<file path="src/hw/exu_pkg.sv">
// *************************************
// widths and operation encoding shared by the muldiv path
// multiply ops keep the top bit of muldiv_op_e clear
// *************************************

package exu_pkg;

    // data and tag widths
    localparam int XLEN        = 32;
    localparam int REG_ADDR_W  = 5;
    localparam int COMMIT_ID_W = 3;

    // entries in the writeback buffer
    localparam int WB_DEPTH = 2;

    // operand or result word
    typedef logic [XLEN-1:0] xlen_t;

    // destination register index
    typedef logic [REG_ADDR_W-1:0] reg_addr_t;

    // in-order commit tag
    typedef logic [COMMIT_ID_W-1:0] commit_id_t;

    // M-extension operations
    // bit 2 clear means multiplier, set means divider
    typedef enum logic [2:0] {
        OP_MUL    = 3'd0,
        OP_MULH   = 3'd1,
        OP_MULHSU = 3'd2,
        OP_MULHU  = 3'd3,
        OP_DIV    = 3'd4,
        OP_DIVU   = 3'd5,
        OP_REM    = 3'd6,
        OP_REMU   = 3'd7
    } muldiv_op_e;

endpackage
</file>
<file path="src/hw/exu_muldiv.sv">
// *************************************
// multiply/divide path, request/accepted in, we/ready out
// *************************************

`timescale 1ns/1ps

module exu_muldiv import exu_pkg::*; (
    input  logic       clk,
    input  logic       arst_n_i,
    input  logic       req_muldiv_i,
    input  muldiv_op_e muldiv_op_i,
    input  xlen_t      op1_i,
    input  xlen_t      op2_i,
    input  reg_addr_t  reg_waddr_i,
    input  commit_id_t commit_id_i,
    output logic       mul_div_accepted_o,
    output logic       reg_we_o,
    output xlen_t      reg_wdata_o,
    output reg_addr_t  reg_waddr_o,
    output commit_id_t commit_id_o,
    input  logic       wb_ready_i
);
    logic       mul_start;
    logic       div_start;
    muldiv_op_e eng_op;
    xlen_t      eng_op1;
    xlen_t      eng_op2;
    logic       mul_valid;
    xlen_t      mul_result;
    logic       div_valid;
    xlen_t      div_result;
    logic       push;
    xlen_t      push_wdata;
    reg_addr_t  push_waddr;
    commit_id_t push_commit_id;
    logic       wb_full;

    exu_muldiv_ctrl u_muldiv_ctrl (
        .clk               (clk),
        .arst_n_i          (arst_n_i),
        .req_muldiv_i      (req_muldiv_i),
        .muldiv_op_i       (muldiv_op_i),
        .op1_i             (op1_i),
        .op2_i             (op2_i),
        .reg_waddr_i       (reg_waddr_i),
        .commit_id_i       (commit_id_i),
        .mul_div_accepted_o(mul_div_accepted_o),
        .mul_start_o       (mul_start),
        .div_start_o       (div_start),
        .eng_op_o          (eng_op),
        .eng_op1_o         (eng_op1),
        .eng_op2_o         (eng_op2),
        .mul_valid_i       (mul_valid),
        .mul_result_i      (mul_result),
        .div_valid_i       (div_valid),
        .div_result_i      (div_result),
        .push_o            (push),
        .push_wdata_o      (push_wdata),
        .push_waddr_o      (push_waddr),
        .push_commit_id_o  (push_commit_id),
        .full_i            (wb_full)
    );

    // both engines share the registered operands
    exu_mul u_mul (
        .clk           (clk),
        .arst_n_i      (arst_n_i),
        .start_i       (mul_start),
        .op_i          (eng_op),
        .multiplicand_i(eng_op1),
        .multiplier_i  (eng_op2),
        .result_o      (mul_result),
        .valid_o       (mul_valid)
    );

    exu_div u_div (
        .clk       (clk),
        .arst_n_i  (arst_n_i),
        .start_i   (div_start),
        .op_i      (eng_op),
        .dividend_i(eng_op1),
        .divisor_i (eng_op2),
        .result_o  (div_result),
        .valid_o   (div_valid)
    );

    exu_wb_buffer u_wb_buffer (
        .clk        (clk),
        .arst_n_i   (arst_n_i),
        .push_i     (push),
        .wdata_i    (push_wdata),
        .waddr_i    (push_waddr),
        .commit_id_i(push_commit_id),
        .full_o     (wb_full),
        .reg_we_o   (reg_we_o),
        .reg_wdata_o(reg_wdata_o),
        .reg_waddr_o(reg_waddr_o),
        .commit_id_o(commit_id_o),
        .wb_ready_i (wb_ready_i)
    );

endmodule

</file>
<file path="src/hw/exu_wb_buffer.sv">
// *************************************
// in-order result buffer of WB_DEPTH entries
// full_o drops when a pop frees an entry in the same cycle
// *************************************

`timescale 1ns/1ps

module exu_wb_buffer import exu_pkg::*; (
    input  logic       clk,
    input  logic       arst_n_i,
    input  logic       push_i,
    input  xlen_t      wdata_i,
    input  reg_addr_t  waddr_i,
    input  commit_id_t commit_id_i,
    output logic       full_o,
    output logic       reg_we_o,
    output xlen_t      reg_wdata_o,
    output reg_addr_t  reg_waddr_o,
    output commit_id_t commit_id_o,
    input  logic       wb_ready_i
);
    xlen_t      data_q  [WB_DEPTH];
    reg_addr_t  waddr_q [WB_DEPTH];
    commit_id_t cid_q   [WB_DEPTH];

    logic [$clog2(WB_DEPTH)-1:0]   wr_ptr_q;
    logic [$clog2(WB_DEPTH)-1:0]   rd_ptr_q;
    logic [$clog2(WB_DEPTH+1)-1:0] count_q;
    logic                          pop;

    assign pop    = reg_we_o && wb_ready_i;
    assign full_o = (count_q == WB_DEPTH) && !pop;

    always_ff @(posedge clk or negedge arst_n_i) begin
        if (!arst_n_i) begin
            wr_ptr_q <= '0;
            rd_ptr_q <= '0;
            count_q  <= '0;
        end else begin
            if (push_i) begin
                wr_ptr_q <= (wr_ptr_q == WB_DEPTH - 1) ? '0 : wr_ptr_q + 1'b1;
            end
            if (pop) begin
                rd_ptr_q <= (rd_ptr_q == WB_DEPTH - 1) ? '0 : rd_ptr_q + 1'b1;
            end
            if (push_i && !pop) begin
                count_q <= count_q + 1'b1;
            end else if (pop && !push_i) begin
                count_q <= count_q - 1'b1;
            end
        end
    end

    always_ff @(posedge clk) begin
        if (push_i) begin
            data_q[wr_ptr_q]  <= wdata_i;
            waddr_q[wr_ptr_q] <= waddr_i;
            cid_q[wr_ptr_q]   <= commit_id_i;
        end
    end

    // oldest entry is always on the outputs
    assign reg_we_o    = (count_q != '0);
    assign reg_wdata_o = data_q[rd_ptr_q];
    assign reg_waddr_o = waddr_q[rd_ptr_q];
    assign commit_id_o = cid_q[rd_ptr_q];

endmodule

</file>
<file path="src/hw/exu_muldiv_ctrl.sv">
// *************************************
// one operation in flight, request fields held until accepted
// result waits in HOLD while the writeback buffer is full
// *************************************

`timescale 1ns/1ps

module exu_muldiv_ctrl import exu_pkg::*; (
    input  logic       clk,
    input  logic       arst_n_i,
    input  logic       req_muldiv_i,
    input  muldiv_op_e muldiv_op_i,
    input  xlen_t      op1_i,
    input  xlen_t      op2_i,
    input  reg_addr_t  reg_waddr_i,
    input  commit_id_t commit_id_i,
    output logic       mul_div_accepted_o,
    output logic       mul_start_o,
    output logic       div_start_o,
    output muldiv_op_e eng_op_o,
    output xlen_t      eng_op1_o,
    output xlen_t      eng_op2_o,
    input  logic       mul_valid_i,
    input  xlen_t      mul_result_i,
    input  logic       div_valid_i,
    input  xlen_t      div_result_i,
    output logic       push_o,
    output xlen_t      push_wdata_o,
    output reg_addr_t  push_waddr_o,
    output commit_id_t push_commit_id_o,
    input  logic       full_i
);
    typedef enum logic [1:0] {
        ST_IDLE,
        ST_ISSUE,
        ST_BUSY,
        ST_HOLD
    } state_e;

    state_e     state_q;
    state_e     state_d;
    muldiv_op_e op_q;
    xlen_t      op1_q;
    xlen_t      op2_q;
    reg_addr_t  waddr_q;
    commit_id_t cid_q;
    xlen_t      res_q;
    logic       accept;
    logic       is_mul;
    logic       eng_valid;

    assign accept = req_muldiv_i && (state_q == ST_IDLE);

    // top bit of the op picks the engine
    assign is_mul    = ~op_q[2];
    assign eng_valid = is_mul ? mul_valid_i : div_valid_i;

    always_comb begin
        state_d = state_q;
        unique case (state_q)
            ST_IDLE: begin
                if (accept) begin
                    state_d = ST_ISSUE;
                end
            end
            ST_ISSUE: begin
                state_d = ST_BUSY;
            end
            ST_BUSY: begin
                if (eng_valid) begin
                    state_d = ST_HOLD;
                end
            end
            ST_HOLD: begin
                if (!full_i) begin
                    state_d = ST_IDLE;
                end
            end
            default: begin
                state_d = ST_IDLE;
            end
        endcase
    end

    always_ff @(posedge clk or negedge arst_n_i) begin
        if (!arst_n_i) begin
            state_q <= ST_IDLE;
        end else begin
            state_q <= state_d;
        end
    end

    // request fields, then the engine result
    always_ff @(posedge clk) begin
        if (accept) begin
            op_q    <= muldiv_op_i;
            op1_q   <= op1_i;
            op2_q   <= op2_i;
            waddr_q <= reg_waddr_i;
            cid_q   <= commit_id_i;
        end
        if ((state_q == ST_BUSY) && eng_valid) begin
            res_q <= is_mul ? mul_result_i : div_result_i;
        end
    end

    assign mul_div_accepted_o = accept;

    // single-cycle start right after acceptance
    assign mul_start_o = (state_q == ST_ISSUE) && is_mul;
    assign div_start_o = (state_q == ST_ISSUE) && !is_mul;
    assign eng_op_o    = op_q;
    assign eng_op1_o   = op1_q;
    assign eng_op2_o   = op2_q;

    assign push_o           = (state_q == ST_HOLD) && !full_i;
    assign push_wdata_o     = res_q;
    assign push_waddr_o     = waddr_q;
    assign push_commit_id_o = cid_q;

endmodule

</file>
<file path="src/hw/exu_div.sv">
// *************************************
// restoring divider, valid_o 33 cycles after start_i
// divide by zero and signed overflow answer 1 cycle after start_i
// *************************************

`timescale 1ns/1ps

module exu_div import exu_pkg::*; (
    input  logic       clk,
    input  logic       arst_n_i,
    input  logic       start_i,
    input  muldiv_op_e op_i,
    input  xlen_t      dividend_i,
    input  xlen_t      divisor_i,
    output xlen_t      result_o,
    output logic       valid_o
);
    xlen_t                   rem_q;
    xlen_t                   quo_q;
    xlen_t                   divisor_q;
    xlen_t                   result_q;
    logic                    q_neg_q;
    logic                    r_neg_q;
    logic                    rem_sel_q;
    logic                    busy_q;
    logic                    fix_q;
    logic                    valid_q;
    logic [$clog2(XLEN)-1:0] step_q;

    logic  is_signed;
    logic  is_rem;
    logic  a_neg;
    logic  b_neg;
    xlen_t a_mag;
    xlen_t b_mag;
    logic  div_zero;
    logic  overflow;
    xlen_t special;
    xlen_t quo_fix;
    xlen_t rem_fix;

    // shift one dividend bit into the partial remainder, restore on borrow
    function automatic logic [2*XLEN-1:0] div_step(input xlen_t rem,
                                                   input xlen_t quo,
                                                   input xlen_t dvs);
        logic [XLEN:0] shifted;
        logic [XLEN:0] diff;
        shifted = {rem, quo[XLEN-1]};
        diff    = shifted - {1'b0, dvs};
        if (diff[XLEN]) begin
            return {shifted[XLEN-1:0], quo[XLEN-2:0], 1'b0};
        end
        return {diff[XLEN-1:0], quo[XLEN-2:0], 1'b1};
    endfunction

    always_comb begin
        is_signed = (op_i == OP_DIV) || (op_i == OP_REM);
        is_rem    = (op_i == OP_REM) || (op_i == OP_REMU);
        a_neg     = is_signed && dividend_i[XLEN-1];
        b_neg     = is_signed && divisor_i[XLEN-1];
        a_mag     = a_neg ? -dividend_i : dividend_i;
        b_mag     = b_neg ? -divisor_i : divisor_i;
        div_zero  = (divisor_i == '0);
        overflow  = is_signed && (dividend_i == {1'b1, {(XLEN-1){1'b0}}})
                    && (divisor_i == '1);
        if (div_zero) begin
            special = is_rem ? dividend_i : '1;
        end else begin
            special = is_rem ? '0 : dividend_i;
        end
    end

    // quotient follows the operand sign xor, remainder the dividend
    assign quo_fix = q_neg_q ? -quo_q : quo_q;
    assign rem_fix = r_neg_q ? -rem_q : rem_q;

    always_ff @(posedge clk or negedge arst_n_i) begin
        if (!arst_n_i) begin
            busy_q  <= 1'b0;
            fix_q   <= 1'b0;
            valid_q <= 1'b0;
            step_q  <= '0;
        end else begin
            valid_q <= 1'b0;
            if (start_i) begin
                if (div_zero || overflow) begin
                    valid_q <= 1'b1;
                end else begin
                    busy_q <= 1'b1;
                    step_q <= 1;
                end
            end else if (busy_q) begin
                step_q <= step_q + 1'b1;
                if (step_q == XLEN - 1) begin
                    busy_q <= 1'b0;
                    fix_q  <= 1'b1;
                end
            end else if (fix_q) begin
                fix_q   <= 1'b0;
                valid_q <= 1'b1;
            end
        end
    end

    always_ff @(posedge clk) begin
        if (start_i) begin
            {rem_q, quo_q} <= div_step('0, a_mag, b_mag);
            divisor_q      <= b_mag;
            q_neg_q        <= a_neg ^ b_neg;
            r_neg_q        <= a_neg;
            rem_sel_q      <= is_rem;
            result_q       <= special;
        end else if (busy_q) begin
            {rem_q, quo_q} <= div_step(rem_q, quo_q, divisor_q);
        end else if (fix_q) begin
            result_q <= rem_sel_q ? rem_fix : quo_fix;
        end
    end

    assign result_o = result_q;
    assign valid_o  = valid_q;

endmodule

</file>
<file path="src/hw/exu_mul.sv">
// *************************************
// iterative multiplier, valid_o 32 cycles after start_i
// start_i must not be raised while an operation is running
// *************************************

`timescale 1ns/1ps

module exu_mul import exu_pkg::*; (
    input  logic       clk,
    input  logic       arst_n_i,
    input  logic       start_i,
    input  muldiv_op_e op_i,
    input  xlen_t      multiplicand_i,
    input  xlen_t      multiplier_i,
    output xlen_t      result_o,
    output logic       valid_o
);
    logic [2*XLEN-1:0]       acc_q;
    logic [2*XLEN-1:0]       product;
    xlen_t                   mcand_q;
    logic                    neg_q;
    logic                    low_q;
    logic                    busy_q;
    logic                    valid_q;
    logic [$clog2(XLEN)-1:0] step_q;

    logic  a_signed;
    logic  b_signed;
    logic  a_neg;
    logic  b_neg;
    xlen_t a_mag;
    xlen_t b_mag;

    // one add-and-shift step, multiplier bits sit in the low half
    function automatic logic [2*XLEN-1:0] mul_step(input logic [2*XLEN-1:0] acc,
                                                   input xlen_t mcand);
        logic [XLEN:0] sum;
        sum = {1'b0, acc[2*XLEN-1:XLEN]} + (acc[0] ? {1'b0, mcand} : {(XLEN+1){1'b0}});
        return {sum, acc[XLEN-1:1]};
    endfunction

    // operand signedness per variant, MUL only needs the low word
    always_comb begin
        a_signed = (op_i != OP_MULHU);
        b_signed = (op_i == OP_MUL) || (op_i == OP_MULH);
        a_neg    = a_signed && multiplicand_i[XLEN-1];
        b_neg    = b_signed && multiplier_i[XLEN-1];
        a_mag    = a_neg ? -multiplicand_i : multiplicand_i;
        b_mag    = b_neg ? -multiplier_i : multiplier_i;
    end

    // first step is done while loading
    always_ff @(posedge clk or negedge arst_n_i) begin
        if (!arst_n_i) begin
            busy_q  <= 1'b0;
            valid_q <= 1'b0;
            step_q  <= '0;
        end else begin
            valid_q <= 1'b0;
            if (start_i) begin
                busy_q <= 1'b1;
                step_q <= 1;
            end else if (busy_q) begin
                step_q <= step_q + 1'b1;
                if (step_q == XLEN - 1) begin
                    busy_q  <= 1'b0;
                    valid_q <= 1'b1;
                end
            end
        end
    end

    always_ff @(posedge clk) begin
        if (start_i) begin
            acc_q   <= mul_step({{XLEN{1'b0}}, b_mag}, a_mag);
            mcand_q <= a_mag;
            neg_q   <= a_neg ^ b_neg;
            low_q   <= (op_i == OP_MUL);
        end else if (busy_q) begin
            acc_q <= mul_step(acc_q, mcand_q);
        end
    end

    // sign fix on the finished magnitude product
    assign product  = neg_q ? -acc_q : acc_q;
    assign result_o = low_q ? product[XLEN-1:0] : product[2*XLEN-1:XLEN];
    assign valid_o  = valid_q;

endmodule

</file>
<file path="config.mk">
export PLATFORM = sky130hd
export DESIGN_NAME = exu_muldiv
export DESIGN_NICKNAME = d
export VERILOG_FILES = /design/src/hw/exu_pkg.sv /design/src/hw/exu_muldiv.sv /design/src/hw/exu_wb_buffer.sv /design/src/hw/exu_muldiv_ctrl.sv /design/src/hw/exu_div.sv /design/src/hw/exu_mul.sv
export SDC_FILE = /design/constraint.sdc
export NUM_CORES = 1
export LEC_CHECK = 0
export ABC_CLOCK_PERIOD_IN_PS = 6350
export BUFFER_PORTS_ARGS = -buffer_cell sky130_fd_sc_hd__buf_2
export CAP_MARGIN = 10
export CORE_MARGIN = 3
export CORE_UTILIZATION = 34
export DETAILED_ROUTE_END_ITERATION = 10
export PLACE_DENSITY = 0.57
export SLEW_MARGIN = 20
export SYNTH_ARGS = -nofsm -noshare
export SYNTH_HDL_FRONTEND = slang
export SYNTH_SLANG_ARGS = --single-unit
</file>
<file path="constraint.sdc">
create_clock -name clk -period 6.35 [get_ports clk]
set_input_delay 0 -clock clk [delete_from_list [all_inputs] [get_ports clk]]
set_output_delay 0 -clock clk [all_outputs]
set_load 0.03 [all_outputs]
</file>
==> impl_metrics.json <==
{
  "status": "complete, no violations",
  "p_sw_mw": 6.50,
  "multi_input_area_um2": 12600,
  "synth.top_cell.area_share_pct": 47.2,
  "ys.flop_type": "edfxtp_1",
  "power_frac_seq_pct": 36.1,
  "insertedDiodeCount": 0,
  "postRouteAntennaNets": 0,
  "crit_path_start_kind": "flop",
  "placed_cell_area_um2": 27900,
  "final-seq-area_um2": 13000,
  "die_w_um": 285,
  "cpMaxStageDelayCell": "a211o_1",
  "whs_ns": 0.0878,
  "cp_cell_sequence": "or3_1 > nor4_1 > and3_1 > nand4_1 > or4_1 > a21bo_2 > ha_1 > inv_1 > ha_1 > o21ai_0 > nor4b_1 > o2111ai_1 > a2111oi_0 > nand4_1 > a211o_1 > o21ai_0",
  "synth_cells": 2632,
  "fillCellCount": 7384,
  "cts_buffers": 52,
  "numClockSinks": 437,
  "drv_cap": 0,
  "clkLatencyLatePin_ns": 0.63,
  "r2r_start": "u_muldiv_ctrl.eng_op1_o[2]$_DFFE_PP_",
  "peakVddDrop_v": 0.000290,
  "end_kind": "flop",
  "r2r_setup_slack_ns": 0.90,
  "critical_path.endpoint": "u_div.rem_q[7]$_DFFE_PP_",
  "drive_gt1_share_pct": 11.7,
  "p_leak_nw": 11.3,
  "worstPathRequired_ns": 6.81,
  "postLayoutCoreUtil_pct": 40.0,
  "syn_area_per_cell_um2": 10.0,
  "die-area_um2": 81200,
  "cp.arrival_ns": 5.91,
  "wl_per_cell_um": 21.0,
  "yosysWarnings": 0,
  "antenna_found_initial": 0,
  "power_switching_share_pct": 41.6,
  "p_int_mw": 9.12,
  "min_period_over_period_pct": 85.9,
  "worstReg2RegEnd": "u_div.rem_q[7]$_DFFE_PP_",
  "ioPinCount": 121,
  "synth_seq_area_share_pct": 49.2,
  "die_h_um": 285,
  "finalMaxSlewViolations": 0,
  "hold_class": "primary input to flop",
  "clkPwrFrac_pct": 20.2,
  "grt_pass1_vias": 19752,
  "synthesis.nets": 2795,
  "synth-edff-count": 416,
  "critPathKind": "flop to flop",
  "grt_max_degree": 113,
  "grt_overflow": 0,
  "maxSlewHeadroom_pct": 30.5,
  "drtIter0Drc": 1624,
  "core-area_um2": 76500,
  "tightest_slew_ns": 1.03,
  "netlist_area_um2": 26500,
  "fin_total_pwr_mw": 15.6,
  "setup_tns_ns": 0,
  "cts_tree": "done",
  "yosys.area.top_type": "edfxtp_1",
  "grtUsageTotal_pct": 19.1,
  "drt-pass1-iter-count": 6,
  "stdcell_area_um2": 30600,
  "worstPathMaxFanout": 15,
  "r2r_cells": 16,
  "dp_hpwl_mm": 58.4,
  "nets": 2915,
  "syn2layout_area_growth_pct": 15.6,
  "clockBufferDepth": 3,
  "gp_congestion": 0.882,
  "hold_viol": 0,
  "grt_pass1_wl_mm": 121,
  "root_buffer": "clkbuf_16",
  "ys_top_cells_by_area": "edfxtp_1 47%, o21ai_0 5.5%, xnor2_1 5.2%",
  "routed_wl_mm": 80.5,
  "h-tree-depth": 2,
  "ys_types": 81,
  "timing.critical_path.slowest_cell_delay_ns": 0.62,
  "setup_viol": 0,
  "fmax_mhz": 183,
  "grt_setup_unrepaired": "no",
  "combPwrFrac_pct": 43.7,
  "vias": 20682,
  "drc": 0,
  "finClkSkew_ns": 0.0197,
  "drt-vias-per-instance": 5.41,
  "ys_async_sr_fraction_pct": 4.81,
  "clk_pin_slew_ns": 0.06,
  "synth_seq_cells": 437,
  "initial_core_util_pct": 34.6,
  "row_count": 101,
  "cellPowerDensity_nw_per_um2": 511,
  "crit_path_start": "u_muldiv_ctrl.eng_op1_o[2]$_DFFE_PP_",
  "io_buffers": 120,
  "period_needed_ns": 5.45
}
layer usage:
layer / wire (um) / global-route usage (%) / vias up
li1: - / - / 9822
met1: 36500 / 26.7 / 10057
met2: 36900 / 30.8 / 671
met3: 4540 / 2.31 / 132
met4: 2590 / 6.58 / 0
met5: 0 / 0 / -
cells in the final DEF (no fill, tap or decap), drive strengths merged, types with 25 or more instances in the layout:
| cell type | Yosys | final |
|---|---|---|
| nand3 | 63 | 63 |
| nor2 | 168 | 168 |
| o31ai | 51 | 51 |
| nand2b | 25 | 25 |
| buf | 28 | 147 |
| edfxtp | 416 | 416 |
| nand2 | 347 | 347 |
| a21o | 29 | 29 |
| or3 | 34 | 34 |
| xor2 | 135 | 135 |
| xnor2 | 156 | 156 |
| nor3 | 44 | 44 |
| inv | 76 | 83 |
| ha | 82 | 82 |
| nand4 | 27 | 27 |
| mux2i | 29 | 29 |
| dlygate4sd3 | 0 | 79 |
| clkbuf | 132 | 60 |
| or4 | 32 | 32 |
| and2 | 45 | 45 |
| o211ai | 36 | 36 |
| mux2 | 45 | 45 |
| a21oi | 108 | 108 |
| o21ai | 307 | 307 |
area by class of cell:
cell class	count	share of cell area (%)
sequential	437	42.6
multi-input combinational	1957	41.1
timing repair buffer	226	5.28
clock buffer	60	4.42
tap	1030	4.21
clock inverter	38	1.50
inverter	78	0.957
synth_stat cells (all sizes together) (34+ instances only):
cell type / instances
o21ai: 307
mux2: 45
clkbuf: 132
ha: 82
nor2: 168
edfxtp: 416
nand3: 63
xnor2: 156
xor2: 135
inv: 76
o31ai: 51
nand2: 347
o211ai: 36
and2: 45
nor3: 44
or3: 34
a21oi: 108
registers in the layout, indices dropped and copies added (netlist names), 32 cells and up:
name and count:
u_div.divisor_q 32, u_div.quo_q 32, u_div.rem_q 32, u_div.result_o 32
u_mul.acc_q 64, u_mul.mcand_q 32, u_muldiv_ctrl.eng_op1_o 32, u_muldiv_ctrl.eng_op2_o 32
u_muldiv_ctrl.push_wdata_o 32, u_wb_buffer.data_q 64
critical path, delay by kind of cell, from the launching register on:
kind | cells | cell delay, ns
buffers and inverters | 1 | 0.07
AND/OR/NAND/NOR | 7 | 2.74
AO/OA/AOI/OAI | 6 | 1.65
adder cells (fa/ha/maj) | 2 | 0.33
flip-flops | 1 | 0.48
power groups by stage:
stage          clock network [mW]  registers, mW  logic [mW]
2_1_floorplan                   0           5.14        5.13
3_3_place_gp                    0           5.66        6.59
3_5_place_dp                    0           5.70        6.69
4_1_cts                      3.24           5.65        6.77
5_1_grt                      3.34           5.73        7.53
6_report                     3.16           5.64        6.83
stage by stage:
stage	cells	worst slack, ns
after floorplan	2632	2.08
after global placement	3647	1.06
after detailed placement	3647	0.938
after CTS	3824	0.913
after global routing	3826	0.490
final	3826	0.896
what timing repair did:
item	4_1_cts	5_1_grt
hold endpoints to repair	110	0
resized for setup	0	0
setup buffers	0	0
hold buffers	79	0
cell families (layout without fill, tap and decap cells):
kind of cell | Yosys count | after routing | share of synthesized area, %
AOI/OAI and AO/OA | 654 | 654 | 15.1
xor gates and xnor gates | 291 | 291 | 9.64
adders and majority gates | 88 | 88 | 4.18
buffers and inverters | 238 | 402 | 3.51
DFF | 437 | 437 | 49.2
muxes | 74 | 74 | 3.01
and+or+nand+nor | 850 | 850 | 15.4
how the worst min path moves through the flow:
stage	from	cells after the start	slack [ns]	end
floorplan	arst_n_i	0	-0.30	u_div.busy_q$_DFFE_PN0P_
global placement	arst_n_i	1	-0.03	u_wb_buffer.rd_ptr_q$_DFFE_PN0P_
detailed placement	arst_n_i	1	-0.02	u_wb_buffer.count_q[0]$_DFFE_PN0P_
CTS	op2_i[9]	2	0.06	u_muldiv_ctrl.eng_op2_o[9]$_DFFE_PP_
global route	commit_id_i[1]	2	0.09	u_muldiv_ctrl.push_commit_id_o[1]$_DFFE_PP_
finish	muldiv_op_i[1]	2	0.09	u_muldiv_ctrl.eng_op_o[1]$_DFFE_PP_
Note: power is estimated with default switching activity, not from simulation.
